[config.mk]
export PLATFORM = sky130hd
export DESIGN_NAME = operand_bypass
export DESIGN_NICKNAME = d
export VERILOG_FILES = /design/src/hw/rv32i_pkg.sv /design/src/hw/operand_bypass.sv
export SDC_FILE = /design/constraint.sdc
export NUM_CORES = 1
export LEC_CHECK = 0
export BUFFER_PORTS_ARGS = -buffer_cell sky130_fd_sc_hd__buf_2
export CORE_ASPECT_RATIO = 1.25
export CORE_MARGIN = 5
export CORE_UTILIZATION = 28
export DETAILED_ROUTE_END_ITERATION = 12
export GPL_TIMING_DRIVEN = 0
export PLACE_DENSITY = 0.9
export SETUP_SLACK_MARGIN = 0.5
export SLEW_MARGIN = 10
export SYNTH_ARGS = -nofsm -noshare
export SYNTH_HDL_FRONTEND = slang
export SYNTH_SLANG_ARGS = --single-unit
[constraint.sdc]
create_clock -name vclk -period 2.8
set_input_delay 0.56 -clock vclk [all_inputs]
set_output_delay 0.56 -clock vclk [all_outputs]
set_load 0.1 [all_outputs]
[src/hw/rv32i_pkg.sv]
`default_nettype none

package rv32i_pkg;

    // ############################
    // Sizes
    // ############################

    localparam int xlen        = 32;
    localparam int reg_id_w    = 5;
    localparam int reg_count   = 32;
    localparam int shamt_w     = 5;
    localparam int num_src     = 2;   // Source operands per instruction.
    localparam int dmem_words  = 64;
    localparam int dmem_addr_w = $clog2(dmem_words);

    // ############################
    // Encodings
    // ############################

    typedef enum logic [6:0] {
        op_reg   = 7'b0110011,
        op_imm   = 7'b0010011,
        op_lui   = 7'b0110111,
        op_load  = 7'b0000011,
        op_store = 7'b0100011
    } rv32i_opcode;

    typedef enum logic [2:0] {
        add  = 3'b000,   // Also sub when funct7_5 is set.
        sll  = 3'b001,
        slt  = 3'b010,
        sltu = 3'b011,
        axor = 3'b100,
        sr   = 3'b101,   // Logical or arithmetic by funct7_5.
        aor  = 3'b110,
        aand = 3'b111
    } arith_funct3_t;

    // Operand select in EX, one per source.
    typedef enum logic [1:0] {
        no_forward      = 2'b00,
        mem_alu_out     = 2'b01,
        regfile_mux_out = 2'b10
    } ex_fwd_sel_t;

    // Store data select in MEM.
    typedef enum logic {
        wb_no_forward      = 1'b0,
        wb_regfile_mux_out = 1'b1
    } wb_mem_fwd_sel_t;

    // ############################
    // Pipeline control word
    // ############################

    typedef struct packed {
        logic                valid;
        rv32i_opcode         opcode;
        logic [2:0]          funct3;
        logic                funct7_5;
        logic [reg_id_w-1:0] rs1_id;
        logic [reg_id_w-1:0] rs2_id;
        logic [reg_id_w-1:0] rd_id;
        logic                load_regfile;
        logic [xlen-1:0]     imm;
    } rv32i_control_word;

endpackage : rv32i_pkg

`default_nettype wire

[src/hw/operand_bypass.sv]
`timescale 1ns/1ps
`default_nettype none

module operand_bypass (
    input  rv32i_pkg::ex_fwd_sel_t         sel,
    input  logic [rv32i_pkg::xlen-1:0]     reg_value,
    input  logic [rv32i_pkg::xlen-1:0]     mem_alu_out,
    input  logic [rv32i_pkg::xlen-1:0]     regfile_mux_out,
    output logic [rv32i_pkg::xlen-1:0]     operand
);

    always_comb
    begin
        case (sel)
            rv32i_pkg::mem_alu_out:     operand = mem_alu_out;
            rv32i_pkg::regfile_mux_out: operand = regfile_mux_out;   // WB value.
            default:                    operand = reg_value;
        endcase
    end

endmodule : operand_bypass

`default_nettype wire

==> summary.md, run 1 <==
| Metric | Value |
|---|---|
| Status | aborted with a tool error |
| Initial Util | 0.291 |
| Postcts setup bufs | 0 |
| Compound-Gate Fraction of Synth Area | 0.629 |
| Post-synthesis cell count | 113 |
| Fail Step | 4_1_cts |
| Routability cong. | 0.821 |
| Avg Cell Area, Syn | 5.64 um^2 |
| Post-synthesis mux area share | 0 |
| Error msg | [ERROR DPL-0033] detailed placement checks failed during check placement. |
| Main combinational cell family by area after synthesis | compound AO/OA/AOI/OAI gates |
| Rows | 19 |
| Mapped cell area | 637 um^2 |
| Yosys Warn Count | 0 |
| Synth Area in Simple Gates | 0.189 |
| Synth Area in XOR/XNOR | 0 |
| Post-synthesis sequential area ratio | 0 |
| I/O Pins | 130 |
| HPWL Detailed | 3460 um |
| Syn Nets | 213 |
| Die height | 63.3 um |
| Cell Area, Placed | 1730 um^2 |
| Die width | 52.7 um |
| Dpl ws | 0.203 ns |
| IO Port Bufs | 130 |
| Synth unique cells | 8 |
| CTS-repair resized insts | 118 |
| Hold_buf cts | 0 |
| Post-synthesis adder-cell area fraction | 0.0393 |
-- metrics by stage --
step,hold WS (ns),cells
detailed placement,1.62,274
global placement,1.62,274
floorplan,1.40,113
-- synth_stat cells, drive strengths merged --
library cell | instances | area (um^2)
a22oi | 32 | 240
nand2 | 32 | 120
o21ai | 32 | 160
buf | 13 | 83.8
ha | 2 | 25.0
inv | 2 | 7.51
-- logic make-up after synthesis --
logic type	after synthesis
AND/OR/NAND/NOR	32
adder cells (fa/ha/maj)	2
AO/OA/AOI/OAI	64
buffers and inverters	15
==> run 2: changes to the inputs <==
--- a/config.mk
+++ b/config.mk
@@ -6,13 +6,11 @@
 export NUM_CORES = 1
 export LEC_CHECK = 0
 export BUFFER_PORTS_ARGS = -buffer_cell sky130_fd_sc_hd__buf_2
-export CORE_ASPECT_RATIO = 1.25
-export CORE_MARGIN = 5
-export CORE_UTILIZATION = 28
+export CORE_AREA = 5 5 66 68
 export DETAILED_ROUTE_END_ITERATION = 12
+export DIE_AREA = 0 0 71 73
 export GPL_TIMING_DRIVEN = 0
-export PLACE_DENSITY = 0.9
-export SETUP_SLACK_MARGIN = 0.5
+export PLACE_DENSITY_LB_ADDON = 0.15
 export SLEW_MARGIN = 10
 export SYNTH_ARGS = -nofsm -noshare
 export SYNTH_HDL_FRONTEND = slang
==> run 2 against run 1 <==
- area after synthesis unchanged
- synthesized cell count unchanged
- the run now ends clean
==> summary.md, run 2 <==
| Metric | Value |
|---|---|
| Status | completed |
| Fin nets | 345 |
| Drt drc | 0 |
| Routability cong. | 0.744 (-9.3%) |
| CTS-repair resized insts | 0 (-100%) |
| Post-synthesis sequential area ratio | 0 (unchanged) |
| Postcts setup bufs | 0 (unchanged) |
| WL/cell | 12.3 um |
| Vias post-DR | 1313 |
| Post-synthesis mux area share | 0 (unchanged) |
| Yosys Warn Count | 0 (unchanged) |
| Seq cells | 0 |
| Synth Area in XOR/XNOR | 0 (unchanged) |
| Register area | 0 um^2 |
| Drt pass-1 iters | 4 |
| Synth unique cells | 8 (unchanged) |
| First-pass GRT wire length | 5500 um |
| Rows | 23 (+4) |
| WS Path Type | in2out |
| Post-synthesis adder-cell area fraction | 0.0393 (unchanged) |
| Drt total wl | 3590 um |
| Crit path top cell by count | buf_2 |
| Hold_buf cts | 0 (unchanged) |
| CP max stage delay | 0.44 ns |
| Mapped cell area | 637 um^2 (unchanged) |
| Finish-stage setup viols | 0 |
| HPWL Detailed | 3000 um (-13%) |
| Core Area | 3800 um^2 |
| PD cells | 465 nW/um^2 |
| Final Critical Period | 2.55 ns |
| Synth Area in Simple Gates | 0.189 (unchanged) |
| FMAX | 0.393 GHz |
| Clock buffer count | 0 |
| RSZ-0062 raised after global routing | false |
| Biggest area consumer among synthesized cells | a22oi_1 |
| Drt initial violations | 30 |
| Cell Area, Placed | 1350 um^2 (-22%) |
| Dpl ws | 0.225 ns (+0.0224 ns) |
| Fraction of final layout cells sized beyond drive strength 1 | 0.588 |
| Leading cell type in the layout, fill and taps excluded | buf_2 |
| CP arrival | 1.99 ns |
| Critical path's slowest cell | buf_2 |
| Top post-synthesis cells by area | a22oi_1 38%, o21ai_1 24%, nand2_1 19% |
| Avg Vias per Cell | 4.48 |
| Leakage power | 0.783 nW |
| Largest net degree at the start of global routing | 11 |
| Maxcap violations | 0 |
| Vias in the first global route | 1277 |
| Main combinational cell family by area after synthesis | compound AO/OA/AOI/OAI gates |
| Avg Cell Area, Syn | 5.64 um^2 (unchanged) |
| Initial Util | 0.168 (-0.124) |
| I/O Pins | 130 (unchanged) |
| Post-route ant nets | 0 |
| Hold Slack | 1.59 ns |
| Share of the synthesized area in the top cell type | 0.377 (unchanged) |
| Peak supply drop | 0.157 mV |
| Post-synth top cells | 32 x a22oi_1, 32 x nand2_1, 30 x o21ai_1 |
| Compound-Gate Fraction of Synth Area | 0.629 (unchanged) |
| IO Port Bufs | 130 (unchanged) |
| GRT overflow | 0 |
| Crit Path Max Fanout | 10 |
| GRT Total Usage | 0.123 |
| Initial antenna violation count | 0 |
| Most frequent cells in the layout | 140 x buf_2, 32 x a22oi_1, 32 x nand2_1, 32 x o21ai_1, 3 x buf_6 |
| Worst endpoint required time | 2.24 ns |
| DIE AREA | 5180 um^2 |
| Die height | 73 um (+15%) |
| Syn Nets | 213 (unchanged) |
| PnR worst setup slack | 0.254 ns |
| Area grow syn2layout | 112% |
| Antenna cells | 0 |
| Final instance area | 1350 um^2 |
| Fin. Hold Viols | 0 |
| Min-delay worst type | in2out |
| Post-synthesis cell count | 113 (unchanged) |
| Crit. End Element | primary output |
| Nature of the critical path startpoint | primary input |
| Die width | 71 um (+35%) |
| Worst slew margin | 0.671 |
| Fillers | 460 |
| Crit share post-route | 0.909 |
| Worst Tran Pin Value | 0.497 ns |
| Critical Path, Cell by Cell | buf_2 -> inv_1 -> ha_1 -> buf_2 -> buf_2 -> nand2_1 -> o21ai_1 -> buf_2 |
| Multi-input gate area | 546 um^2 |
| Pins Over Slew Limit | 0 |
-- run 2: cell counts after synthesis --
No cell type changed its count.
-- run 2: where the power goes --
group          switching [mW]  internal, mW  total (mW)
clock network               0             0           0
registers                   0             0           0
logic                   0.497         0.130       0.627
-- run 2: layout make-up --
cell class                      instances  area share
Buffer                                 13      0.0621
Inverter                                2     0.00556
Multi-Input combinational cell         98       0.404
Tap cell                               50      0.0463
Timing Repair Buffer                  130       0.482
-- run 2: cell families (layout without fill, tap and decap cells) --
family	Yosys count	after routing
AO/OA/AOI/OAI	64	64
adder cells (fa/ha/maj)	2	2
buffers and inverters	15	145
AND/OR/NAND/NOR	32	32
-- run 2: worst max-delay path: cells and delay by family --
kind / cells / cell delay, ns
adder cells (fa/ha/maj): 1 / 0.25
AND/OR/NAND/NOR: 1 / 0.07
buffers and inverters: 5 / 1.03
AO/OA/AOI/OAI: 1 / 0.07
-- run 2: layer usage --
metal,global-route usage,up-vias,wire [um],share of wire
met4,0.00626,0,0,0
met2,0.231,88,1700,0.47
met5,0,-,0,0
met3,0.0386,0,547,0.15
li1,-,682,-,-
met1,0.142,543,1350,0.37
-- run 2: worst paths after layout --
| check | from | to | slack (ns) | cells past startpoint |
|---|---|---|---|---|
| max | sel[0] | operand[21] | 0.25 | 8 |
| min | reg_value[28] | operand[28] | 1.59 | 4 |
-- run 2: stage by stage --
step                      total power [mW]   util  setup TNS [ns]  instances
after floorplan                      0.491      -           -8.98        113
after global placement               0.631  0.355               0        293
after detailed placement             0.631  0.355               0        293
after CTS                            0.632  0.355               0        293
after global routing                 0.661  0.355               0        293
final                                0.627  0.355               0        293
Note: power is estimated with default switching activity, not from simulation.
