===== config.mk =====
export PLATFORM = sky130hd
export DESIGN_NAME = memory_stage
export DESIGN_NICKNAME = d
export VERILOG_FILES = /design/src/hw/rv32i_pkg.sv /design/src/hw/memory_stage.sv
export SDC_FILE = /design/constraint.sdc
export NUM_CORES = 2
export LEC_CHECK = 0
export BUFFER_PORTS_ARGS = -buffer_cell sky130_fd_sc_hd__buf_2
export CORE_ASPECT_RATIO = 0.8
export CORE_MARGIN = 4
export CORE_UTILIZATION = 35
export CTS_CLUSTER_DIAMETER = 200
export DETAILED_ROUTE_END_ITERATION = 6
export PLACE_DENSITY = 0.55
export SKIP_CTS_REPAIR_TIMING = 1
export SLEW_MARGIN = 20
export SYNTH_ARGS = -nofsm -noshare
export SYNTH_HDL_FRONTEND = slang
export SYNTH_SLANG_ARGS = --single-unit

===== constraint.sdc =====
create_clock -name clk -period 8.05 [get_ports clk]
set_input_delay 1.2075 -clock clk [delete_from_list [all_inputs] [get_ports clk]]
set_output_delay 1.2075 -clock clk [all_outputs]
set_load 0.05 [all_outputs]

===== src/hw/rv32i_pkg.sv =====
`default_nettype none

package rv32i_pkg;

    // ############################
    // Sizes
    // ############################

    localparam int xlen        = 32;
    localparam int reg_id_w    = 5;
    localparam int reg_count   = 32;
    localparam int shamt_w     = 5;
    localparam int num_src     = 2;   // Source operands per instruction.
    localparam int dmem_words  = 64;
    localparam int dmem_addr_w = $clog2(dmem_words);

    // ############################
    // Encodings
    // ############################

    typedef enum logic [6:0] {
        op_reg   = 7'b0110011,
        op_imm   = 7'b0010011,
        op_lui   = 7'b0110111,
        op_load  = 7'b0000011,
        op_store = 7'b0100011
    } rv32i_opcode;

    typedef enum logic [2:0] {
        add  = 3'b000,   // Also sub when funct7_5 is set.
        sll  = 3'b001,
        slt  = 3'b010,
        sltu = 3'b011,
        axor = 3'b100,
        sr   = 3'b101,   // Logical or arithmetic by funct7_5.
        aor  = 3'b110,
        aand = 3'b111
    } arith_funct3_t;

    // Operand select in EX, one per source.
    typedef enum logic [1:0] {
        no_forward      = 2'b00,
        mem_alu_out     = 2'b01,
        regfile_mux_out = 2'b10
    } ex_fwd_sel_t;

    // Store data select in MEM.
    typedef enum logic {
        wb_no_forward      = 1'b0,
        wb_regfile_mux_out = 1'b1
    } wb_mem_fwd_sel_t;

    // ############################
    // Pipeline control word
    // ############################

    typedef struct packed {
        logic                valid;
        rv32i_opcode         opcode;
        logic [2:0]          funct3;
        logic                funct7_5;
        logic [reg_id_w-1:0] rs1_id;
        logic [reg_id_w-1:0] rs2_id;
        logic [reg_id_w-1:0] rd_id;
        logic                load_regfile;
        logic [xlen-1:0]     imm;
    } rv32i_control_word;

endpackage : rv32i_pkg

`default_nettype wire


===== src/hw/memory_stage.sv =====
`timescale 1ns/1ps
`default_nettype none

module memory_stage (
    input  logic                              clk,
    input  logic                              rst_n,
    input  rv32i_pkg::rv32i_control_word      ex_mem_ctrl,
    input  logic [rv32i_pkg::xlen-1:0]        ex_mem_alu_out,
    input  logic [rv32i_pkg::xlen-1:0]        ex_mem_store_data,
    input  rv32i_pkg::wb_mem_fwd_sel_t        wb_mem_fwd_sel,
    input  logic [rv32i_pkg::xlen-1:0]        wb_value_in,
    output rv32i_pkg::rv32i_control_word      mem_wb_ctrl,
    output logic [rv32i_pkg::xlen-1:0]        mem_wb_value
);

    logic [rv32i_pkg::xlen-1:0]        dmem [rv32i_pkg::dmem_words];
    logic [rv32i_pkg::dmem_addr_w-1:0] word_addr;
    logic [rv32i_pkg::xlen-1:0]        store_value;
    logic [rv32i_pkg::xlen-1:0]        load_value;
    logic                              do_store;

    assign word_addr = ex_mem_alu_out[rv32i_pkg::dmem_addr_w+1:2];   // Word aligned.

    // A load just ahead of the store supplies its data.
    assign store_value = (wb_mem_fwd_sel == rv32i_pkg::wb_regfile_mux_out) ?
                         wb_value_in : ex_mem_store_data;

    assign load_value = dmem[word_addr];
    assign do_store   = ex_mem_ctrl.valid && (ex_mem_ctrl.opcode == rv32i_pkg::op_store);

    // ############################
    // Data memory
    // ############################

    always_ff @(posedge clk)
    begin
        if (!rst_n)
        begin
            for (int i = 0; i < rv32i_pkg::dmem_words; i++)
                dmem[i] <= '0;
        end
        else if (do_store)
        begin
            dmem[word_addr] <= store_value;
        end
    end

    // MEM/WB register.
    always_ff @(posedge clk)
    begin
        if (!rst_n)
            mem_wb_ctrl <= '0;
        else
            mem_wb_ctrl <= ex_mem_ctrl;
        mem_wb_value <= (ex_mem_ctrl.opcode == rv32i_pkg::op_load) ? load_value : ex_mem_alu_out;
    end

endmodule : memory_stage

`default_nettype wire


Word level (Yosys, flattened, before mapping)
Memory sizes are Yosys's and may differ from the RTL's.
Index checks and enable logic that the tools add are counted.
W data, S select, Z words.
- bits in registers: 92
- memory bits (writable): 2048
- logic and storage cells: 24
- memories: 1
- memory list (name ; words ; width ; read ports ; clocked after memory_dff ; write ports ; line ; text):
    dmem ; 64 ; 32 ; 1 ; 0 ; 64 ; memory_stage.sv:16 ; logic [rv32i_pkg::xlen-1:0] dmem [rv32i_pkg::dmem_words];
- equality and inequality tests: 2
- muxes and demuxes: 9
- reductions and logical operators: 2
- operators with widths (kind ; count):
    $mux W32 ; 3
    $reduce_or A32 Y1 ; 1
    $eq A7 B2 Y1 const B ; 1
    $eq A7 B6 Y1 const B ; 1
    $mux W6 ; 1
    $mux W1 ; 5
    $logic_and A1 B1 Y1 ; 1

Depth between registers and ports, before layout
- depth in word-level cells: 7
- mapped depth: 11

Worst setup path before layout
OpenSTA, ideal clock, no wires.
- kind: input to register
- start: in ex_mem_ctrl[55] in the netlist's numbering
- end: mem dmem[3][0] in the netlist's numbering (enable)
- setup slack: 4.066 ns
- stages: 7
- arrival: 3.594 ns
- library setup time: 0.389 ns
- required time: 7.661 ns
- cell sequence: nor4_2 and3_2 nand3_4 nor3_4 nand2_4 buf_6 nand2_1
- RTL lines (what ; line ; text):
    start: declaration ; memory_stage.sv:7 ; input rv32i_pkg::rv32i_control_word ex_mem_ctrl,
    end: declaration ; memory_stage.sv:16 ;

Final worst setup path
- start: in ex_mem_alu_out[3] in the netlist's numbering
- end: reg mem_wb_value[23] in the netlist's numbering
- cells in the longest elaborated chain, start to end: 2
- RTL lines (what ; line ; text):
    start: declaration ; memory_stage.sv:8 ; input logic [rv32i_pkg::xlen-1:0] ex_mem_alu_out,
    $mem_v2 Z64 W32 ; -- ;
    $mux W32 ; memory_stage.sv:55 ; mem_wb_value <= (ex_mem_ctrl.opcode == rv32i_pkg::op_load) ? load_value : ex_mem_alu_out;
    end signal: assignment ; memory_stage.sv:55 ;
    end: declaration ; memory_stage.sv:13 ; output logic [rv32i_pkg::xlen-1:0] mem_wb_value
Every way passes these cells.
A chain may end at the register's enable or synchronous reset.

==> results.json <==
{
  "drtIter0Drc": 11650,
  "yosysSeqAreaShare_pct": 67.74,
  "post_drt_wl_per_cell_um": 36.14,
  "ir_worst_vdd_uv": 190.6,
  "cts_made_buffers": 223,
  "cp-endpoint": "mem_wb_value[23]",
  "cts_num_sinks": 2140,
  "dieArea_um2": 275500,
  "grt_overflow": 0,
  "layout_common_cells": "2048 x edfxtp_1, 1892 x nor2_1, 271 x nor2_2, 246 x buf_2, 232 x mux2i_1",
  "clock_latency_ns": 0.92,
  "yosys.area.top_type": "edfxtp_1",
  "critPathRequiredTime_ns": 8.79,
  "grt_pass1_wl_um": 513200,
  "final.setup.tns_ns": 0,
  "syn_nets": 7037,
  "io_buffers": 250,
  "syn_inst": 6878,
  "rsz0062_at_grt": "false",
  "stdcell_count": 10530,
  "ios": 251,
  "cp-startpoint": "ex_mem_alu_out[3]",
  "antenna_found_initial": 24,
  "grt_usage_pct": 26.74,
  "dp_slack_ns": 2.655,
  "final_common_cell": "edfxtp_1",
  "hp-class": "input pin to flip-flop",
  "clkSlewWorstSetupHoldPaths_ns": 0.06,
  "finalHoldViolCount": 0,
  "reg2reg_depth": 5,
  "worst_slew_pin_slew_ns": 1.277,
  "drtAntennaViolNets": 0,
  "cp_max_fo": 52,
  "fp.dieH_um": 470.3,
  "drive_above_1_share_pct": 21.43,
  "setup_violations": 0,
  "syn-cell-area_um2": 93500,
  "ff2ff_setup_slack_ns": 5.02,
  "arrival_ns": 5.43,
  "grt_pass1_vias": 58920,
  "row_count": 169,
  "worst_r2r_startpoint": "dmem[14][20]",
  "coreArea_um2": 265400,
  "p_per_area_nw_per_um2": 246.4,
  "critical_path.startpoint_type": "input pin",
  "synth_seq_cells": 2140,
  "grt_max_degree": 106,
  "fp.dieW_um": 585.9,
  "period_share_pct": 58.33,
  "worst-setup-path-type": "input pin to flip-flop",
  "min_period_ns": 4.695,
  "cts-root-buf": "clkbuf_16",
  "setup_slack_ns": 3.355,
  "status": "complete, but fails checks",
  "ys_types": 70,
  "synth.area.top_cells": "edfxtp_1 66%, nor2_1 7.6%, mux4_2 3.6%, mux2i_1 2.8%, buf_6 2.3%",
  "clk_path_buf_depth": 4,
  "avgSynthCellArea_um2": 13.59,
  "drt_pass1_iterations": 7,
  "slew_viol_final": 0,
  "area_growth_pct": 11.18,
  "htreeDepth": 4,
  "skew_ns": 0.07249,
  "violations": "design-rule violations",
  "yosysTopAreaCellShare_pct": 65.77,
  "async_reset_ff_share_pct": 0,
  "end_kind": "flip-flop",
  "globalplace.congestion": 1.026,
  "cts_tree": "built",
  "nNetsFinal": 6989,
  "maxCapViolCount": 0,
  "start_util_pct": 35.23,
  "drc": 5,
  "vias": 63840,
  "ys_warn_count": 0,
  "max-slew-margin-rel_pct": 13.69,
  "dp_cells": 10110,
  "wl_um": 380500,
  "p_leak_nw": 35.33,
  "synth_ff_type": "edfxtp_1",
  "via_per_inst": 6.063,
  "r2r-end": "mem_wb_value[20]",
  "final.fill_count": 24640,
  "dp_hpwl_um": 239500,
  "synth_enable_flop_cells": 2048,
  "max_freq_ghz": 0.2130
}
-- cell usage after synthesis (34+ instances only) --
library cell  instances
o21ai_0              99
nand2_1             141
and2_1               65
nor2_1             1897
buf_2               138
nor2_2              271
nand2_4              65
dfxtp_1              92
a22oi_1             171
mux2_2              160
edfxtp_1           2048
buf_6               194
a221o_1              34
clkbuf_1            322
mux4_2              148
a221oi_1            210
o22ai_1             111
mux2i_1             265
a22o_1               35
a21oi_1             109
-- sequential cells by signal, summed over array words and instances (netlist names) --
name,count
dmem,2048
mem_wb_ctrl,60
mem_wb_value,32
-- worst min-delay path by stage --
stage	end	slack, ns	startpoint	cells past startpoint
after global routing	mem_wb_ctrl[14]	0.48	ex_mem_ctrl[14]	2
after CTS	mem_wb_ctrl[48]	0.47	ex_mem_ctrl[48]	2
after global placement	mem_wb_value[9]	0.68	dmem[21][9]	3
final	mem_wb_ctrl[48]	0.52	ex_mem_ctrl[48]	2
after detailed placement	mem_wb_value[9]	0.69	dmem[21][9]	3
after floorplan	mem_wb_value[9]	0.59	dmem[21][9]	3
-- area by class of cell --
class	count	area (um2)	area share, %
Clock inverter	114	958.4	0.9219
Antenna cell	16	40.04	0.03851
Multi-Input combinational cell	4042	26540	25.53
Timing Repair Buffer	420	2741	2.637
Inverter	3	21.27	0.02046
Sequential cell	2140	63340	60.93
Clock buffer	289	5929	5.704
Tap cell	3505	4385	4.218
-- where the power goes --
| group | internal [mW] | leakage, nW | switching [mW] | total (mW) |
|---|---|---|---|---|
| Clock | 5.60 | 3.37 | 4.52 | 10.1 |
| Combinational | 0.582 | 11.8 | 1.98 | 2.56 |
| Sequential | 12.7 | 20.2 | 0.208 | 12.9 |
| Total | 18.9 | 35.3 | 6.71 | 25.6 |
-- layer usage --
| metal | up-vias | wire [um] | GRT usage (%) |
|---|---|---|---|
| met3 | 878 | 57680 | 11.03 |
| met1 | 32590 | 142900 | 35.97 |
| li1 | 25180 | - | - |
| met4 | 10 | 23510 | 13.22 |
| met2 | 5184 | 156400 | 36.99 |
| met5 | - | 69 | 0 |
-- worst max-delay path: stages --
cell	delay, ns
buf_8	0.42
buf_4	0.70
buf_4	0.52
mux2i_1	0.31
o22ai_1	0.11
o21ai_0	0.64
nor4bb_1	1.07
a31oi_1	0.19
-- cells by family after synthesis --
kind of cell | after synthesis | synth area share (%)
buffers and inverters | 696 | 4.629
flip-flops | 2140 | 67.74
AO/OA/AOI/OAI | 922 | 7.238
AND/OR/NAND/NOR | 2547 | 12.06
multiplexers | 573 | 8.329
-- through the flow --
stage          cell area [um2]  total power, mW  hold WS (ns)  util (%)
2_1_floorplan            93500            14.27        0.5941         -
3_3_place_gp             96910            15.59        0.6763     36.52
3_5_place_dp             96960            15.61        0.6905     36.54
4_1_cts                 103800            25.53        0.4685     39.13
5_1_grt                 103900            26.12        0.4830     39.16
6_report                104000            25.62        0.5237     39.17
No activity file was read; power rests on OpenSTA's default activity.
