<file path="config.mk">
export PLATFORM = sky130hd
export DESIGN_NAME = decode_stage
export DESIGN_NICKNAME = d
export VERILOG_FILES = /design/src/hw/rv32i_pkg.sv /design/src/hw/decode_stage.sv
export SDC_FILE = /design/constraint.sdc
export NUM_CORES = 1
export LEC_CHECK = 0
export BUFFER_PORTS_ARGS = -buffer_cell sky130_fd_sc_hd__buf_2
export CAP_MARGIN = 20
export CORE_ASPECT_RATIO = 0.75
export CORE_UTILIZATION = 43
export DETAILED_ROUTE_END_ITERATION = 6
export MAX_ROUTING_LAYER = met4
export PLACE_DENSITY = 0.9
export SYNTH_ARGS = -nofsm -noshare
export SYNTH_HDL_FRONTEND = slang
export SYNTH_SLANG_ARGS = --single-unit
</file>
<file path="constraint.sdc">
create_clock -name clk -period 1.8 [get_ports clk]
set_input_delay 0 -clock clk [delete_from_list [all_inputs] [get_ports clk]]
set_output_delay 0 -clock clk [all_outputs]
set_load 0.01 [all_outputs]
</file>
<file path="src/hw/rv32i_pkg.sv">
`default_nettype none

package rv32i_pkg;

    // ############################
    // Sizes
    // ############################

    localparam int xlen        = 32;
    localparam int reg_id_w    = 5;
    localparam int reg_count   = 32;
    localparam int shamt_w     = 5;
    localparam int num_src     = 2;   // Source operands per instruction.
    localparam int dmem_words  = 64;
    localparam int dmem_addr_w = $clog2(dmem_words);

    // ############################
    // Encodings
    // ############################

    typedef enum logic [6:0] {
        op_reg   = 7'b0110011,
        op_imm   = 7'b0010011,
        op_lui   = 7'b0110111,
        op_load  = 7'b0000011,
        op_store = 7'b0100011
    } rv32i_opcode;

    typedef enum logic [2:0] {
        add  = 3'b000,   // Also sub when funct7_5 is set.
        sll  = 3'b001,
        slt  = 3'b010,
        sltu = 3'b011,
        axor = 3'b100,
        sr   = 3'b101,   // Logical or arithmetic by funct7_5.
        aor  = 3'b110,
        aand = 3'b111
    } arith_funct3_t;

    // Operand select in EX, one per source.
    typedef enum logic [1:0] {
        no_forward      = 2'b00,
        mem_alu_out     = 2'b01,
        regfile_mux_out = 2'b10
    } ex_fwd_sel_t;

    // Store data select in MEM.
    typedef enum logic {
        wb_no_forward      = 1'b0,
        wb_regfile_mux_out = 1'b1
    } wb_mem_fwd_sel_t;

    // ############################
    // Pipeline control word
    // ############################

    typedef struct packed {
        logic                valid;
        rv32i_opcode         opcode;
        logic [2:0]          funct3;
        logic                funct7_5;
        logic [reg_id_w-1:0] rs1_id;
        logic [reg_id_w-1:0] rs2_id;
        logic [reg_id_w-1:0] rd_id;
        logic                load_regfile;
        logic [xlen-1:0]     imm;
    } rv32i_control_word;

endpackage : rv32i_pkg

`default_nettype wire

</file>
<file path="src/hw/decode_stage.sv">
`timescale 1ns/1ps
`default_nettype none

module decode_stage (
    input  logic                                clk,
    input  logic                                rst_n,
    input  logic                                instr_valid,
    input  logic [31:0]                         instr,
    input  logic [rv32i_pkg::xlen-1:0]          rs1_data,
    input  logic [rv32i_pkg::xlen-1:0]          rs2_data,
    output logic [rv32i_pkg::reg_id_w-1:0]      rs1_id,
    output logic [rv32i_pkg::reg_id_w-1:0]      rs2_id,
    output rv32i_pkg::rv32i_control_word        id_ex_ctrl,
    output logic [rv32i_pkg::xlen-1:0]          id_ex_rs1,
    output logic [rv32i_pkg::xlen-1:0]          id_ex_rs2
);

    rv32i_pkg::rv32i_control_word ctrl;
    logic [rv32i_pkg::xlen-1:0]   imm_i;
    logic [rv32i_pkg::xlen-1:0]   imm_s;
    logic [rv32i_pkg::xlen-1:0]   imm_u;

    assign imm_i = {{(rv32i_pkg::xlen-12){instr[31]}}, instr[31:20]};
    assign imm_s = {{(rv32i_pkg::xlen-12){instr[31]}}, instr[31:25], instr[11:7]};
    assign imm_u = {instr[31:12], 12'b0};

    // ############################
    // Field decode
    // ############################

    always_comb
    begin
        ctrl          = '0;
        ctrl.valid    = instr_valid;
        ctrl.opcode   = rv32i_pkg::rv32i_opcode'(instr[6:0]);
        ctrl.funct3   = instr[14:12];
        ctrl.funct7_5 = instr[30];
        ctrl.rs1_id   = instr[19:15];
        ctrl.rs2_id   = instr[24:20];
        ctrl.rd_id    = instr[11:7];

        case (ctrl.opcode)
            rv32i_pkg::op_reg:
            begin
                ctrl.load_regfile = 1'b1;
            end
            rv32i_pkg::op_imm, rv32i_pkg::op_load:
            begin
                ctrl.imm          = imm_i;
                ctrl.rs2_id       = '0;   // Field holds immediate bits.
                ctrl.load_regfile = 1'b1;
            end
            rv32i_pkg::op_lui:
            begin
                ctrl.imm          = imm_u;
                ctrl.rs1_id       = '0;   // Result is 0 + imm.
                ctrl.rs2_id       = '0;
                ctrl.load_regfile = 1'b1;
            end
            rv32i_pkg::op_store:
            begin
                ctrl.imm = imm_s;
            end
            default: ;   // Unknown opcode writes nothing.
        endcase
    end

    assign rs1_id = ctrl.rs1_id;
    assign rs2_id = ctrl.rs2_id;

    // ID/EX register.
    always_ff @(posedge clk)
    begin
        if (!rst_n)
            id_ex_ctrl <= '0;
        else
            id_ex_ctrl <= ctrl;
        id_ex_rs1 <= rs1_data;
        id_ex_rs2 <= rs2_data;
    end

endmodule : decode_stage

`default_nettype wire

</file>
Yosys cells after proc, flatten, opt, wreduce, memory -nomap -nowiden
Index checks and enable logic that the tools add are counted.
Word-level totals
  register bits after elaboration: 124
  bits of input ports: 99
Cells by class
  equality and inequality tests: 5
  reduce and logical (&&, ||, !) cells: 3
  mux-type cells: 4
Operators by type and width (number)
  case mux 32 bit (3 select lines): 1
  equality test 7 x 6 -> 1 bit (second input constant): 3
  2-to-1 mux 5 bit: 2
  equality test 7 x 2 -> 1 bit (second input constant): 1
  equality test 7 x 5 -> 1 bit (second input constant): 1
  OR reduction 4 bit: 1
  OR reduction 3 bit: 1
  OR reduction 2 bit: 1
  2-to-1 mux 1 bit: 1

Longest topological paths before layout
  word-level depth: 3
  mapped depth: 5
  depth with buffers taken out: 3

Worst setup path after synthesis
Ideal clock, no wire load.
  path type: input port to flip-flop
  start point: in instr[3]
  end point: reg id_ex_ctrl[21] (netlist bit)
  data required time: 1.734 ns
  path buffers: 2
  cell stages on the path: 5
  arrival: 0.770 ns
  path slack: 0.964 ns
  path through: and4bb_1 > buf_4 > buf_4 > nand3_1 > a21oi_2
Between the ends
  word-level cells in the longest chain between the ends: 3
  elaborated cells between the ends (all ways): 6
RTL lines
  start: declaration: line decode_stage.sv:8  | input logic [31:0] instr,
  equality test 7 x 5 -> 1 bit / equality test 7 x 2 -> 1 bit (equally long branches): line decode_stage.sv:42  | case (ctrl.opcode)
  OR reduction 2 bit: line decode_stage.sv:42
  case mux 32 bit (3 select lines) (*): line decode_stage.sv:42
  end signal: assignment: line decode_stage.sv:77  | id_ex_ctrl <= ctrl;
  end: declaration: line decode_stage.sv:13  | output rv32i_pkg::rv32i_control_word id_ex_ctrl,
Mark *: on every way between the ends. The rest lies on a longest branch, timed or not.
A chain may end at the register's enable or synchronous reset.

Worst setup path after layout
  start point: in instr[2]
  end point: out rs2_id[3] (netlist bit)
Between the ends
  word-level cells in the longest chain between the ends: 3
  elaborated cells between the ends (all ways): 5
RTL lines
  equality test 7 x 6 -> 1 bit (tied with other cells): line decode_stage.sv:42
  OR reduction 3 bit (no line) (*)
  2-to-1 mux 5 bit (*): line decode_stage.sv:42
  end: declaration: line decode_stage.sv:12  | output logic [rv32i_pkg::reg_id_w-1:0] rs2_id,
Marks and branches as above.

==> summary.txt <==
Place
  • Dpl ws: 0.313 ns
  • Inst Count DP: 575
  • DP HPWL: 6880 µm
  • RePlAce Congestion: 0.823
  • Port Buffers: approximately 230
  • Placed cell area: 0.00454 mm²

Hold path
  • Hold Path Depth: 5
  • Worst Hold Class: in -> reg
  • Worst hold start: instr[6]
  • Endpoint, Worst Hold: id_ex_ctrl[11]

Synthesis
  • Area contributors post-synth: dfxtp_1 73%, and2_1 5.9%, a21oi_2 4.9%
  • Asr flop ratio synth: 0%
  • Synthesized cell area: 0.00339 mm²
  • Share of the synthesized area in the top cell type: 73.2%
  • Synth cell count leaders: 124 x dfxtp_1, 32 x and2_1, 30 x nand3_1, 19 x a21oi_2, 14 x buf_4
  • Cells after synthesis: 262
  • Syn. warnings: 0
  • Sequential element share of the synthesized area: between 70% and 80%
  • Synth cell types: 22
  • Number of flops mapped to enable cells by yosys: 0
  • Most common cell in the netlist: dfxtp_1
  • Mean Syn Cell Area: 12.9 µm²
  • Cell accounting for the most synthesized area: dfxtp_1
  • Syn_nets: between 300 and 400
  • Flop and latch count out of synthesis: roughly 120
  • Prevailing post-synth register cell: dfxtp_1

Power and ir drop
  • PwrDens: 1120 mW/mm²
  • Tot Pwr: 6.92 mW
  • VDD IR-drop max: 0.693 mV
  • Static leakage: 2.95 nW

GRT
  • Largest net degree at the start of global routing: 31
  • Gr usage total: 31.2%
  • Met3 GRT Util: a little under a tenth
  • GRT busiest layer: met2
  • Overflow after GRT: 0
  • Grt met1 use: 31.5%
  • GR Layer Usage met2: 56.0%
  • Number of global-route vias before repair: 3449
  • Initial antenna violation count: 0
  • First-pass GRT wire length: 18400 µm

Drt
  • ANT nets after route: 0
  • Via count: 3300
  • Iter 0 DRT Violations: 124
  • Detailed Route WL: 12400 µm
  • Vias/cell: 4.65
  • DRT Pass-1 Iters: 4
  • # DRC: 0
  • WL/cell: 17.5 µm

Clock tree
  • CTS tree: yes
  • Max H-tree Level: 4
  • Postcts setup bufs: 0
  • CTS buffer count: 17
  • Clk buf depth: 2
  • Clock-pin slew on the worst setup and hold paths: 0.06 ns
  • Root buffer selected by CTS: clkbuf_8
  • Clock net sink count: 124

Final layout
  • Antenna diodes: 0
  • Share of post-route cells with drive strength above 1: 47.9%
  • Final Non-Filler Cells: 709
  • Syn-to-layout area delta: 82.0%
  • Final Instance Area: between 0.006 and 0.007 mm²
  • Nets: roughly 690

Job
  • Max_cap viols: 0

Worst setup path
  • Worst-path maximum fanout: 22
  • Kind of critical path: in -> out
  • Worst Path Required: around 1.8 ns
  • Crit path capture type: output pin
  • CP arrival: 1.72 ns
  • Critical path startpoint category: input port

STA
  • Post-layout min period: roughly 1.7 ns
  • Final worst-path cycle share: a little over nine tenths
  • Final setup fails: 0
  • RSZ-0062 raised after global routing: no
  • FMAX: 582 MHz
  • Setup TNS: 0 ns
  • Worst Max-Slew Pin Slew: 0.968 ns
  • Slew headroom: 35.2%
  • Slack of the critical path: 0.0812 ns
  • Final max-slew violation count: 0
  • Final Hold Vio Count: 0

Floorplan
  • Chip height: 78.9 µm
  • Core Box Area: 0.00750 mm²
  • Die Wd: 105 µm
  • Initial Util: a little under half
  • IO Count: 233
  • Cell Rows: 27
  • DIE AREA: 0.00825 mm²

Outcome
  • Status: completed
[stage by stage]
step	utilization, %	hold slack, ns
after floorplan	-	0.0277
after detailed placement	60.6	0.104
after global routing	82.3	0.106
final	82.3	0.122
after CTS	82.2	0.0949
after global placement	60.6	0.102
[state kept, by name (all words and copies together), names as in the netlist]
name / count
id_ex_ctrl: 60
id_ex_rs1: 32
id_ex_rs2: 32
[per-layer routing]
| layer | part of all wire [%] | up-vias | wire length (µm) |
|---|---|---|---|
| li1 | - | 1521 | - |
| met1 | 37 | 1582 | 4580 |
| met2 | 54 | 166 | 6680 |
| met3 | 6.6 | 31 | 824 |
| met4 | 2.9 | 0 | 356 |
| met5 | 0 | - | 0 |
[layout make-up]
class	count	area, µm²
multi-input cells	112	738
inverters	3	11.3
fillers	438	1330
clock buffers	17	414
flip-flops and latches	124	2480
repair buffers	337	2210
well taps	101	126
clock inverters	15	186
[what timing repair did]
action / 4_1_cts / 5_1_grt
endpoints found under the hold margin: 124 / 0
setup endpoints to repair: 0 / 10
hold buffers: 102 / 0
resized for setup: 0 / 2
[cells by family after synthesis]
kind of cell | synth area share [%]
mux | 0.295
simple gates | 14.6
compound gates | 6.90
buf+inv | 5.02
flops | 73.2
[where the power goes]
part	internal, mW	total, mW	switching, mW
Sequential	2.86	2.89	0.0342
Clock	2.13	3.45	1.32
Combinational	0.326	0.584	0.258
[how the worst max path moves through the flow]
stage	startpoint	end	slack (ns)
after floorplan	instr[3]	id_ex_ctrl[21]	0.96
after global placement	instr[2]	id_ex_ctrl[4]	0.40
after detailed placement	instr[2]	id_ex_ctrl[0]	0.31
after CTS	instr[3]	rs2_id[2]	0.005
after global routing	instr[3]	rs2_id[3]	0.005
final	instr[2]	rs2_id[3]	0.08
[worst max-delay path: stages]
cell           delay [ns]
dlygate4sd3_1        0.53
buf_2                0.17
and3_4               0.28
o21ai_2              0.39
and2_1               0.20
buf_2                0.14
[cells in the final DEF, fill, tap and decap left out]
cell           Yosys  final
clkinvlp_4         0      3
inv_1              3      3
clkinv_2           0      2
nor2_1             4      4
clkinv_4           0      2
dfxtp_1          124    124
nor4b_2            1      1
dlygate4sd3_1      0    102
clkbuf_16          0     16
nand3_1           30     30
buf_2              3    232
and2_1            32     32
o21ai_2            1      1
bufinv_16          0      3
inv_6              0      4
buf_4             14      2
a21oi_1            6      6
a211oi_1           1      1
and4bb_1           1      1
buf_8              0      1
nand2_2            1      1
inv_8              0      1
and3_1            12     12
o211ai_4           1      1
mux2i_1            1      1
clkbuf_8           0      1
and3_4             1      1
a21oi_2           19     19
and3b_1            1      1
(Power assumes the default switching activity.)
