==> src/hw/rv32i_pkg.sv <==
`default_nettype none

package rv32i_pkg;

    // ############################
    // Sizes
    // ############################

    localparam int xlen        = 32;
    localparam int reg_id_w    = 5;
    localparam int reg_count   = 32;
    localparam int shamt_w     = 5;
    localparam int num_src     = 2;   // Source operands per instruction.
    localparam int dmem_words  = 64;
    localparam int dmem_addr_w = $clog2(dmem_words);

    // ############################
    // Encodings
    // ############################

    typedef enum logic [6:0] {
        op_reg   = 7'b0110011,
        op_imm   = 7'b0010011,
        op_lui   = 7'b0110111,
        op_load  = 7'b0000011,
        op_store = 7'b0100011
    } rv32i_opcode;

    typedef enum logic [2:0] {
        add  = 3'b000,   // Also sub when funct7_5 is set.
        sll  = 3'b001,
        slt  = 3'b010,
        sltu = 3'b011,
        axor = 3'b100,
        sr   = 3'b101,   // Logical or arithmetic by funct7_5.
        aor  = 3'b110,
        aand = 3'b111
    } arith_funct3_t;

    // Operand select in EX, one per source.
    typedef enum logic [1:0] {
        no_forward      = 2'b00,
        mem_alu_out     = 2'b01,
        regfile_mux_out = 2'b10
    } ex_fwd_sel_t;

    // Store data select in MEM.
    typedef enum logic {
        wb_no_forward      = 1'b0,
        wb_regfile_mux_out = 1'b1
    } wb_mem_fwd_sel_t;

    // ############################
    // Pipeline control word
    // ############################

    typedef struct packed {
        logic                valid;
        rv32i_opcode         opcode;
        logic [2:0]          funct3;
        logic                funct7_5;
        logic [reg_id_w-1:0] rs1_id;
        logic [reg_id_w-1:0] rs2_id;
        logic [reg_id_w-1:0] rd_id;
        logic                load_regfile;
        logic [xlen-1:0]     imm;
    } rv32i_control_word;

endpackage : rv32i_pkg

`default_nettype wire

==> src/hw/forward_control_unit.sv <==
`timescale 1ns/1ps
`default_nettype none

module forward_control_unit (
    input  rv32i_pkg::rv32i_control_word                       id_ex_ctrl,
    input  rv32i_pkg::rv32i_control_word                       ex_mem_ctrl,
    input  rv32i_pkg::rv32i_control_word                       mem_wb_ctrl,
    output rv32i_pkg::ex_fwd_sel_t [rv32i_pkg::num_src-1:0]    ex_fwd_sel,
    output rv32i_pkg::wb_mem_fwd_sel_t                         wb_mem_fwd_sel
);

    logic [rv32i_pkg::num_src-1:0][rv32i_pkg::reg_id_w-1:0] src_id;
    logic mem_produces;   // MEM stage holds an ALU result for a real register.
    logic wb_produces;

    assign src_id[0] = id_ex_ctrl.rs1_id;
    assign src_id[1] = id_ex_ctrl.rs2_id;

    // Load data is not ready until WB.
    assign mem_produces = ex_mem_ctrl.valid && ex_mem_ctrl.load_regfile &&
                          (ex_mem_ctrl.rd_id != '0) &&
                          (ex_mem_ctrl.opcode != rv32i_pkg::op_load);

    assign wb_produces = mem_wb_ctrl.valid && mem_wb_ctrl.load_regfile &&
                         (mem_wb_ctrl.rd_id != '0);

    // ############################
    // MEM-EX and WB-EX
    // ############################

    always_comb
    begin
        for (int i = 0; i < rv32i_pkg::num_src; i++)
        begin
            if (mem_produces && (ex_mem_ctrl.rd_id == src_id[i]))
                ex_fwd_sel[i] = rv32i_pkg::mem_alu_out;     // Youngest producer wins.
            else if (wb_produces && (mem_wb_ctrl.rd_id == src_id[i]))
                ex_fwd_sel[i] = rv32i_pkg::regfile_mux_out;
            else
                ex_fwd_sel[i] = rv32i_pkg::no_forward;
        end
    end

    // ############################
    // WB-MEM
    // ############################

    always_comb
    begin
        if (wb_produces && (mem_wb_ctrl.opcode == rv32i_pkg::op_load) &&
            ex_mem_ctrl.valid && (ex_mem_ctrl.opcode == rv32i_pkg::op_store) &&
            (mem_wb_ctrl.rd_id == ex_mem_ctrl.rs2_id))
            wb_mem_fwd_sel = rv32i_pkg::wb_regfile_mux_out;
        else
            wb_mem_fwd_sel = rv32i_pkg::wb_no_forward;
    end

endmodule : forward_control_unit

`default_nettype wire

==> config.mk <==
export PLATFORM = sky130hd
export DESIGN_NAME = forward_control_unit
export DESIGN_NICKNAME = d
export VERILOG_FILES = /design/src/hw/rv32i_pkg.sv /design/src/hw/forward_control_unit.sv
export SDC_FILE = /design/constraint.sdc
export NUM_CORES = 1
export LEC_CHECK = 0
export ABC_CLOCK_PERIOD_IN_PS = 1800
export BUFFER_PORTS_ARGS = -buffer_cell sky130_fd_sc_hd__buf_2
export CAP_MARGIN = 20
export CORE_AREA = 2 2 72 74
export DETAILED_ROUTE_END_ITERATION = 12
export DIE_AREA = 0 0 74 76
export PLACE_DENSITY = 0.61
export RECOVER_POWER = 50
export SYNTH_ARGS = -nofsm -noshare
export SYNTH_HDL_FRONTEND = slang
export SYNTH_SLANG_ARGS = --single-unit
==> constraint.sdc <==
create_clock -name vclk -period 1.8
set_input_delay 0.27 -clock vclk [all_inputs]
set_output_delay 0.27 -clock vclk [all_outputs]
set_load 0.03 [all_outputs]
# [Word level (Yosys, flattened, before mapping)]
# Cells that the tools add are included.
[op_classes] eq_ne=8 muxes=5 reduce_logical=15
[ops] cell="equality test 5 bit" count=5
[ops] cell="logical AND 1 bit" count=13
[ops] cell="nonzero test 5 bit" count=2
[ops] cell="2-to-1 mux 2 bit" count=4
[ops] cell="equality test 7 x 2 -> 1 bit, second input constant" count=1
[ops] cell="equality test 7 x 6 -> 1 bit, second input constant" count=1
[ops] cell="inequality test 7 x 2 -> 1 bit, second input constant" count=1
[ops] cell="2-to-1 mux 1 bit" count=1
[word_totals] ff_bits=0 input_bits=180 output_inout_bits=5 wordCells=28

# [Longest topological paths before layout]
# Gate-level depths: netlist of run 1.
[depth] ltp_word=7 mapped_depth=4 mapped_depth_nobuf=4

# [Worst setup path after synthesis of run 1]
# No wires, ideal clock.
[synth_path] kind="input-to-output" startpoint="input port ex_mem_ctrl[57] (netlist name)" endpoint="output port ex_fwd_sel[1] (netlist name)" arrival_time_ps=1914 required_time_ps=1530 setup_slack_ps=-384 stages=4 path_cell_list="nor3_1 and4_1 nor4_1 nor4_2"
[synth_rtl] element="from (decl)" line="forward_control_unit.sv:6" rtl="input rv32i_pkg::rv32i_control_word ex_mem_ctrl,"
[synth_rtl] element="to (decl)" line="forward_control_unit.sv:8" rtl="output rv32i_pkg::ex_fwd_sel_t [rv32i_pkg::num_src-1:0] ex_fwd_sel,"

==> out/metrics.csv, run 1 <==
metric;value;unit
mapped cell area;389;um2
routability congestion estimate;0.739;
final hold slack;0.909;ns
fin area;935;um2
initial antenna violation count;0;
Pre-antenna DRT Iters;2;
setup slack at placement;-0.244;ns
Slew Viols, Final;0;
vias in the first global route;630;
# setup viols final;2;
Least-Margin Pin Slew;0.391;ns
placed wire-length estimate;1700;um
CP max FO;2;
crit share post-route;103;%
critical setup path kind;in -> out;
maxcap violations;0;
IO Count;185;
required time of the critical path;1.53;ns
crit-path max cell delay;0.53;ns
P_int;0.101;mW
Slowest cell on crit path;or4_4;
yosys warns;0;
Synthesized Nets;230;
DR iter-0 viols;4;
unrepaired setup endpoints after global routing;true;
detailed-route DRC error count;0;
Seq/Total Area, Yosys;0;%
GR Overflow Total;0;
Static Leak;0.389;nW
Clk network pwr share;0;%
top cell type's share of synthesized area;33.8;%
pin count of the biggest net entering global routing;5;
final WL;1780;um
first-pass GRT wire length;2940;um
Combinational Power Share;100.0;%
fin nets;295;
Filler cells;567;
core area;4910;um2
Final ANT Viol Nets;0;
Tmin final;1.86;ns
# rows;26;
status;finished, violations left;
Worst Setup Start Kind;input port;
Placed Cells;183;
Setup crit end kind;output pin;
Max-slew headroom;73.7;%
initial core utilization;7.92;%
layout cells sized above 1;64.6;%
layout overhead on the synthesized area;140;%
crit path DAT;1.59;ns
Die Ht;76;um
Fin Setup TNS;-0.101;ns
Achievable Freq;539;MHz
Switching Share;43.2;%
min-delay worst type;in -> out;
cts hold-fix bufs;0;
Layout Cells excl Fill;183;
worst path cell trace;buf_6 -> or4_4 -> nor2_4 -> nor4_4 -> nor4_4 -> buf_6;
Seq pwr share;0;%
Synth Instances;50;
Synth cell types;12;
die area;5620;um2
PnR worst setup slack;-0.0562;ns
post-DR vias/cell;3.33;
VDD IR-drop max;0.0657;mV
failing checks;negative setup slack;
final antenna diode count;0;
Vias;610;
WL/cell;9.73;um
largest cells by area after synthesis;xnor2_1 (34%), xor2_1 (23%), nand4_1 (8.0%);
pwr dens;191;nW/um2
Yosys top cell by area;xnor2_1;
Cell Area, Placed;872;um2
Overall Global Routing Usage;6.57;%
storage element area;0;um2
critical path's top delay family;simple AND/OR/NAND/NOR gates;
Die Width;74;um
NetSw;0.0770;mW
syn_area_per_cell;7.78;um2
final hold violations;0;
seq_cells;0;
worst path buffer plus inverter count;2;
# clk buffers;0;
PortBufs;48;
final timing paths:
| kind | depth (start not counted) | slack (ns) | end | from |
|---|---|---|---|---|
| hold / removal | 5 | 0.91 | wb_mem_fwd_sel | mem_wb_ctrl[57] |
| setup / recovery | 6 | -0.06 | ex_fwd_sel[3] | ex_mem_ctrl[36] |
placed cells by master, fill, tap and decap left out, drive strengths merged:
cell type / n
and4: 1
buf: 63
nand3: 3
nand4: 5
nor2: 3
nor3: 3
nor4: 5
o211ai: 1
or4: 4
xnor2: 15
xor2: 10
cell families after synthesis:
| kind of cell | after synthesis | share of synthesized area, % |
|---|---|---|
| AND/OR/NAND/NOR | 24 | 40.5 |
| AO/OA/AOI/OAI | 1 | 3.21 |
| XOR/XNOR | 25 | 56.3 |
cell type report:
| class | count | area [um2] | share of cell area [%] |
|---|---|---|---|
| well taps | 70 | 87.6 | 9.37 |
| multi-input cells | 50 | 457 | 48.9 |
| repair buffers | 63 | 390 | 41.8 |
layer usage:
layer / wire (um) / track usage [%] / up-vias
li1: - / - / 319
met1: 762 / 8.23 / 264
met2: 831 / 11.8 / 27
met3: 187 / 1.72 / 0
met4: 0 / 0 / 0
met5: 0 / 0 / -
repair_timing:
| item | CTS | global route |
|---|---|---|
| setup endpoints to repair | 2 | 5 |
| pin swaps | 4 | 5 |
| resized for setup | 9 | 5 |
| buffers inserted | 0 | 0 |
worst min-delay path, cell delays in order:
cell	delay, ns
buf_2	0.08
nor3_1	0.04
nand3_1	0.05
nor4_1	0.04
buf_4	0.16
cell usage after synthesis:
master,number
and4_1,1
nor4_1,3
nor2_2,1
xnor2_1,15
xor2_1,10
nor4_2,2
nor2_1,2
nand4_1,5
nand3_1,3
or4_1,4
o211ai_2,1
nor3_1,3
stage by stage:
| step | power [mW] | utilization, % |
|---|---|---|
| finish | 0.178 | 19.0 |
| detailed placement | 0.170 | 17.8 |
| floorplan | 0.0632 | - |
| CTS | 0.177 | 18.6 |
| global placement | 0.168 | 17.8 |
| global route | 0.197 | 19.0 |
power by group through the flow:
stage | logic [mW] | clock network [mW] | registers (mW)
floorplan | 0.0632 | 0 | 0
global placement | 0.168 | 0 | 0
detailed placement | 0.170 | 0 | 0
CTS | 0.177 | 0 | 0
global route | 0.197 | 0 | 0
finish | 0.178 | 0 | 0
Note: power is estimated with default switching activity, not from simulation.
==> inputs of run 2 (changes only) <==
--- a/config.mk
+++ b/config.mk
@@ -11,7 +11,6 @@
 export CORE_AREA = 2 2 72 74
 export DETAILED_ROUTE_END_ITERATION = 12
 export DIE_AREA = 0 0 74 76
-export PLACE_DENSITY = 0.61
 export RECOVER_POWER = 50
 export SYNTH_ARGS = -nofsm -noshare
 export SYNTH_HDL_FRONTEND = slang
==> run 2 against run 1 <==
  * The run still ends with negative setup slack left
  * Utilization is 0.31 points higher
  * Critical path depth did not move
  * Via count rose by 1.5%
  * Final cell count rose by 0.55%
  * Maximum frequency increased by 0.39%
  * Non-clock buffer count increased by 1
  * Sequential share of layout area is the same
  * Hold slack hardly changed
  * Total power rose by 1.4%
  * Flip-flop and latch count stayed put
  * Global-route usage fell by 0.24 points
  * First-iteration DRC count fell by 50%
  * Critical endpoint unchanged
==> out/metrics.csv, run 2 (synthesis gave the netlist of run 1 again) <==
metric;value;unit
die area;5620;um2
crit share post-route;103;%
final hold violations;0;
most frequent cells in the layout;buf_2 (41), buf_4 (17), xnor2_1 (15);
layout cells sized above 1;64.9;%
status;finished, violations left;
DR iter-0 viols;2;
detailed-route DRC error count;0;
cts hold-fix bufs;0;
initial core utilization;7.92;%
crit path DAT;1.58;ns
routability congestion estimate;0.722;
final WL;1740;um
Pre-antenna DRT Iters;2;
storage element area;0;um2
required time of the critical path;1.53;ns
placed wire-length estimate;1660;um
failing checks;negative setup slack;
IO Count;185;
initial antenna violation count;0;
commonest non-fill, non-tap cell in the layout;buf_2;
PortBufs;48;
Least-Margin Pin Slew;0.382;ns
CP max FO;2;
# clk buffers;0;
unrepaired setup endpoints after global routing;true;
# setup viols final;2;
final hold slack;0.910;ns
pwr dens;190;nW/um2
seq_cells;0;
Final ANT Viol Nets;0;
Max-slew headroom;74.3;%
Achievable Freq;541;MHz
Vias;619;
min-delay worst type;in -> out;
core area;4910;um2
maxcap violations;0;
Fin Setup TNS;-0.0818;ns
vias in the first global route;646;
fin util;19.3;%
first-pass GRT wire length;2850;um
Die Width;74;um
layout overhead on the synthesized area;144;%
Worst Setup Start Kind;input port;
PnR worst setup slack;-0.0489;ns
pin count of the biggest net entering global routing;5;
post-DR vias/cell;3.36;
fin nets;296;
final antenna diode count;0;
Static Leak;0.393;nW
critical setup path kind;in -> out;
Setup crit end kind;output pin;
VDD IR-drop max;0.0800;mV
Slew Viols, Final;0;
Die Ht;76;um
# rows;26;
Overall Global Routing Usage;6.33;%
Tmin final;1.85;ns
WL/cell;9.46;um
GR Overflow Total;0;
## run 2: cell types whose count changed in the layout (fill, tap and decap cells not counted)
cell / change
buf_2: -3
buf_4: +3
clkbuf_4: +1
## run 2: metal layers
metal / up-vias / share of wire [%] / GRT usage, %
met4: 0 / 0 / 0
li1: 319 / - / -
met3: 0 / 6.7 / 0.794
met5: - / 0 / 0
met2: 28 / 50 / 11.3
met1: 272 / 44 / 8.47
## run 2: cell type report
class	instances	area, um2
multi-input combinational	50	457
fill	548	3960
tap	70	87.6
timing repair buffer	64	405
## run 2: repair_timing
item	4_1_cts	5_1_grt
endpoints found under the setup margin	2	5
pin swaps	5	1
gates resized for setup	11	5
buffers inserted	1	0
gates cloned	0	0
## run 2: worst paths after layout
path,from,endpoint,slack (ns),cells after the start
worst max-delay path,ex_mem_ctrl[37],ex_fwd_sel[3],-0.05,6
worst min-delay path,mem_wb_ctrl[55],wb_mem_fwd_sel,0.91,5
## run 2: per-stage QoR
step | instances | power [mW] | area (um2) | setup WS, ns
after floorplan | 50 | 0.0632 | 419 | 0.00180
after global placement | 183 | 0.167 | 872 | -0.207
after detailed placement | 183 | 0.170 | 872 | -0.231
after CTS | 184 | 0.181 | 928 | -0.0905
after global routing | 184 | 0.199 | 950 | -0.107
final | 184 | 0.181 | 950 | -0.0489
## run 2: worst max-delay path, cell delays in order
cell	delay, ns
buf_6	0.09
or4_4	0.53
nor2_4	0.14
nor4_4	0.06
nor4_4	0.31
buf_6	0.17
## run 2: power breakdown
group / total, mW / switching (mW) / internal (mW) / leakage (nW)
logic: 0.181 / 0.0774 / 0.103 / 0.393
clock network: 0 / 0 / 0 / 0
registers: 0 / 0 / 0 / 0
total: 0.181 / 0.0774 / 0.103 / 0.393
==> inputs of run 3 (changes only) <==
--- a/config.mk
+++ b/config.mk
@@ -5,7 +5,7 @@
 export SDC_FILE = /design/constraint.sdc
 export NUM_CORES = 1
 export LEC_CHECK = 0
-export ABC_CLOCK_PERIOD_IN_PS = 1800
+export ABC_CLOCK_PERIOD_IN_PS = 1900
 export BUFFER_PORTS_ARGS = -buffer_cell sky130_fd_sc_hd__buf_2
 export CAP_MARGIN = 20
 export CORE_AREA = 2 2 72 74
==> constraint.sdc (replaced) <==
create_clock -name vclk -period 1.9
set_input_delay 0.285 -clock vclk [all_inputs]
set_output_delay 0.285 -clock vclk [all_outputs]
set_load 0.03 [all_outputs]
==> run 3 against run 2 <==
  * Non-clock buffer count is 6 lower
  * Die area stayed put
  * Highest routed layer unchanged
  * The flow now finishes without violations
  * Via count is 3.7% lower
  * Sequential share of layout area stayed put
  * First-iteration DRC count is 100% lower
  * Global-route usage is 0.24 points lower
  * Critical endpoint is now ex_fwd_sel[1]
==> out/metrics.csv, run 3 (synthesis gave the netlist of run 1 again) <==
metric;value;unit
post-DR vias/cell;3.35;
# setup viols final;0;
met3 wire len;143;um
VDD IR-drop max;0.0669;mV
Static Leak;0.361;nW
initial core utilization;7.92;%
CP max FO;3;
min-delay worst type;in -> out;
required time of the critical path;1.62;ns
setup slack at placement;-0.0551;ns
Least-Margin Pin Slew;0.385;ns
crit-path max cell delay;0.43;ns
fin util;18.1;%
Pre-antenna DRT Iters;1;
most frequent cells in the layout;buf_2 (42), xnor2_1 (15), buf_4 (11);
final antenna diode count;0;
fin nets;290;
Fin Setup TNS;0;ns
first-pass GRT wire length;2750;um
# rows;26;
CP dominant cell by count;buf_6;
GR Overflow Total;0;
Slew Viols, Final;0;
critical path launch point;mem_wb_ctrl[35];
worst path buffer plus inverter count;3;
seq_cells;0;
Vias;596;
post-CTS setup buffers;0;
WL/cell;9.92;um
PnR worst setup slack;0.0387;ns
DR iter-0 viols;0;
vias in the first global route;580;
routability congestion estimate;0.718;
Achievable Freq;537;MHz
layout overhead on the synthesized area;129;%
die area;5620;um2
Worst Setup Start Kind;input port;
commonest non-fill, non-tap cell in the layout;buf_2;
unrepaired setup endpoints after global routing;true;
storage element area;0;um2
final WL;1770;um
Die Width;74;um
PortBufs;48;
crit share post-route;98.0;%
routed length on met2;888;um
Metal-1 WL;733;um
pin count of the biggest net entering global routing;5;
placed wire-length estimate;1690;um
Overall Global Routing Usage;6.09;%
Final ANT Viol Nets;0;
Filler cells;568;
Slowest cell on crit path;or4_4;
worst path cell trace;buf_4 -> buf_6 -> xor2_1 -> or4_4 -> nor4_4 -> buf_6;
status;finished, final reports clean;
crit path DAT;1.58;ns
core area;4910;um2
initial antenna violation count;0;
critical path's top delay family;simple AND/OR/NAND/NOR gates;
maxcap violations;0;
# clk buffers;0;
Die Ht;76;um
Tmin final;1.86;ns
Highest Signal Layer;met3;
Max-slew headroom;74.1;%
critical setup path kind;in -> out;
Setup crit end kind;output pin;
final hold violations;0;
pwr dens;181;nW/um2
IO Count;185;
Hold Path Origin;mem_wb_ctrl[57];
layout cells sized above 1;62.0;%
detailed-route DRC error count;0;
run 3: cell count changes in the layout (fill, tap and decap cells not counted), sizes merged:
cell	change
buf	-5
clkbuf	-1
run 3: final timing paths:
path	to	slack (ns)	depth (start not counted)
min	wb_mem_fwd_sel	0.94	5
max	ex_fwd_sel[1]	0.04	6
run 3: metal layers:
layer | global-route usage (%) | vias to the layer above
met4 | 0 | 0
met3 | 0.926 | 0
met5 | 0 | -
met1 | 8.39 | 262
li1 | - | 305
met2 | 10.5 | 29
run 3: power by group:
| group | internal [mW] | switching (mW) | leakage (nW) |
|---|---|---|---|
| clock | 0 | 0 | 0 |
| combinational | 0.0893 | 0.0718 | 0.361 |
| sequential | 0 | 0 | 0 |
run 3: tightest hold or removal path: cells and delay by family:
kind / cells / cell delay (ns)
buffers and inverters: 2 / 0.23
and+or+nand+nor: 3 / 0.14
run 3: final cells by class:
type                       count  area [um2]  share of cell area (%)
multi-input combinational     50         453                    50.9
tap                           70        87.6                    9.85
timing repair buffer          58         349                    39.2
run 3: timing repair:
item,CTS,global route
gates resized for setup,4,12
endpoints found under the setup margin,2,2
hold buffers,0,0
pin swaps,0,5
run 3: per-stage QoR:
stage | instances | total power, mW | cell area [um2] | hold WS (ns)
after global placement | 178 | 0.148 | 822 | 0.950
after floorplan | 50 | 0.0596 | 419 | 0.729
final | 178 | 0.161 | 890 | 0.944
after global routing | 178 | 0.177 | 890 | 0.975
after detailed placement | 178 | 0.150 | 822 | 0.946
after CTS | 178 | 0.151 | 835 | 0.948
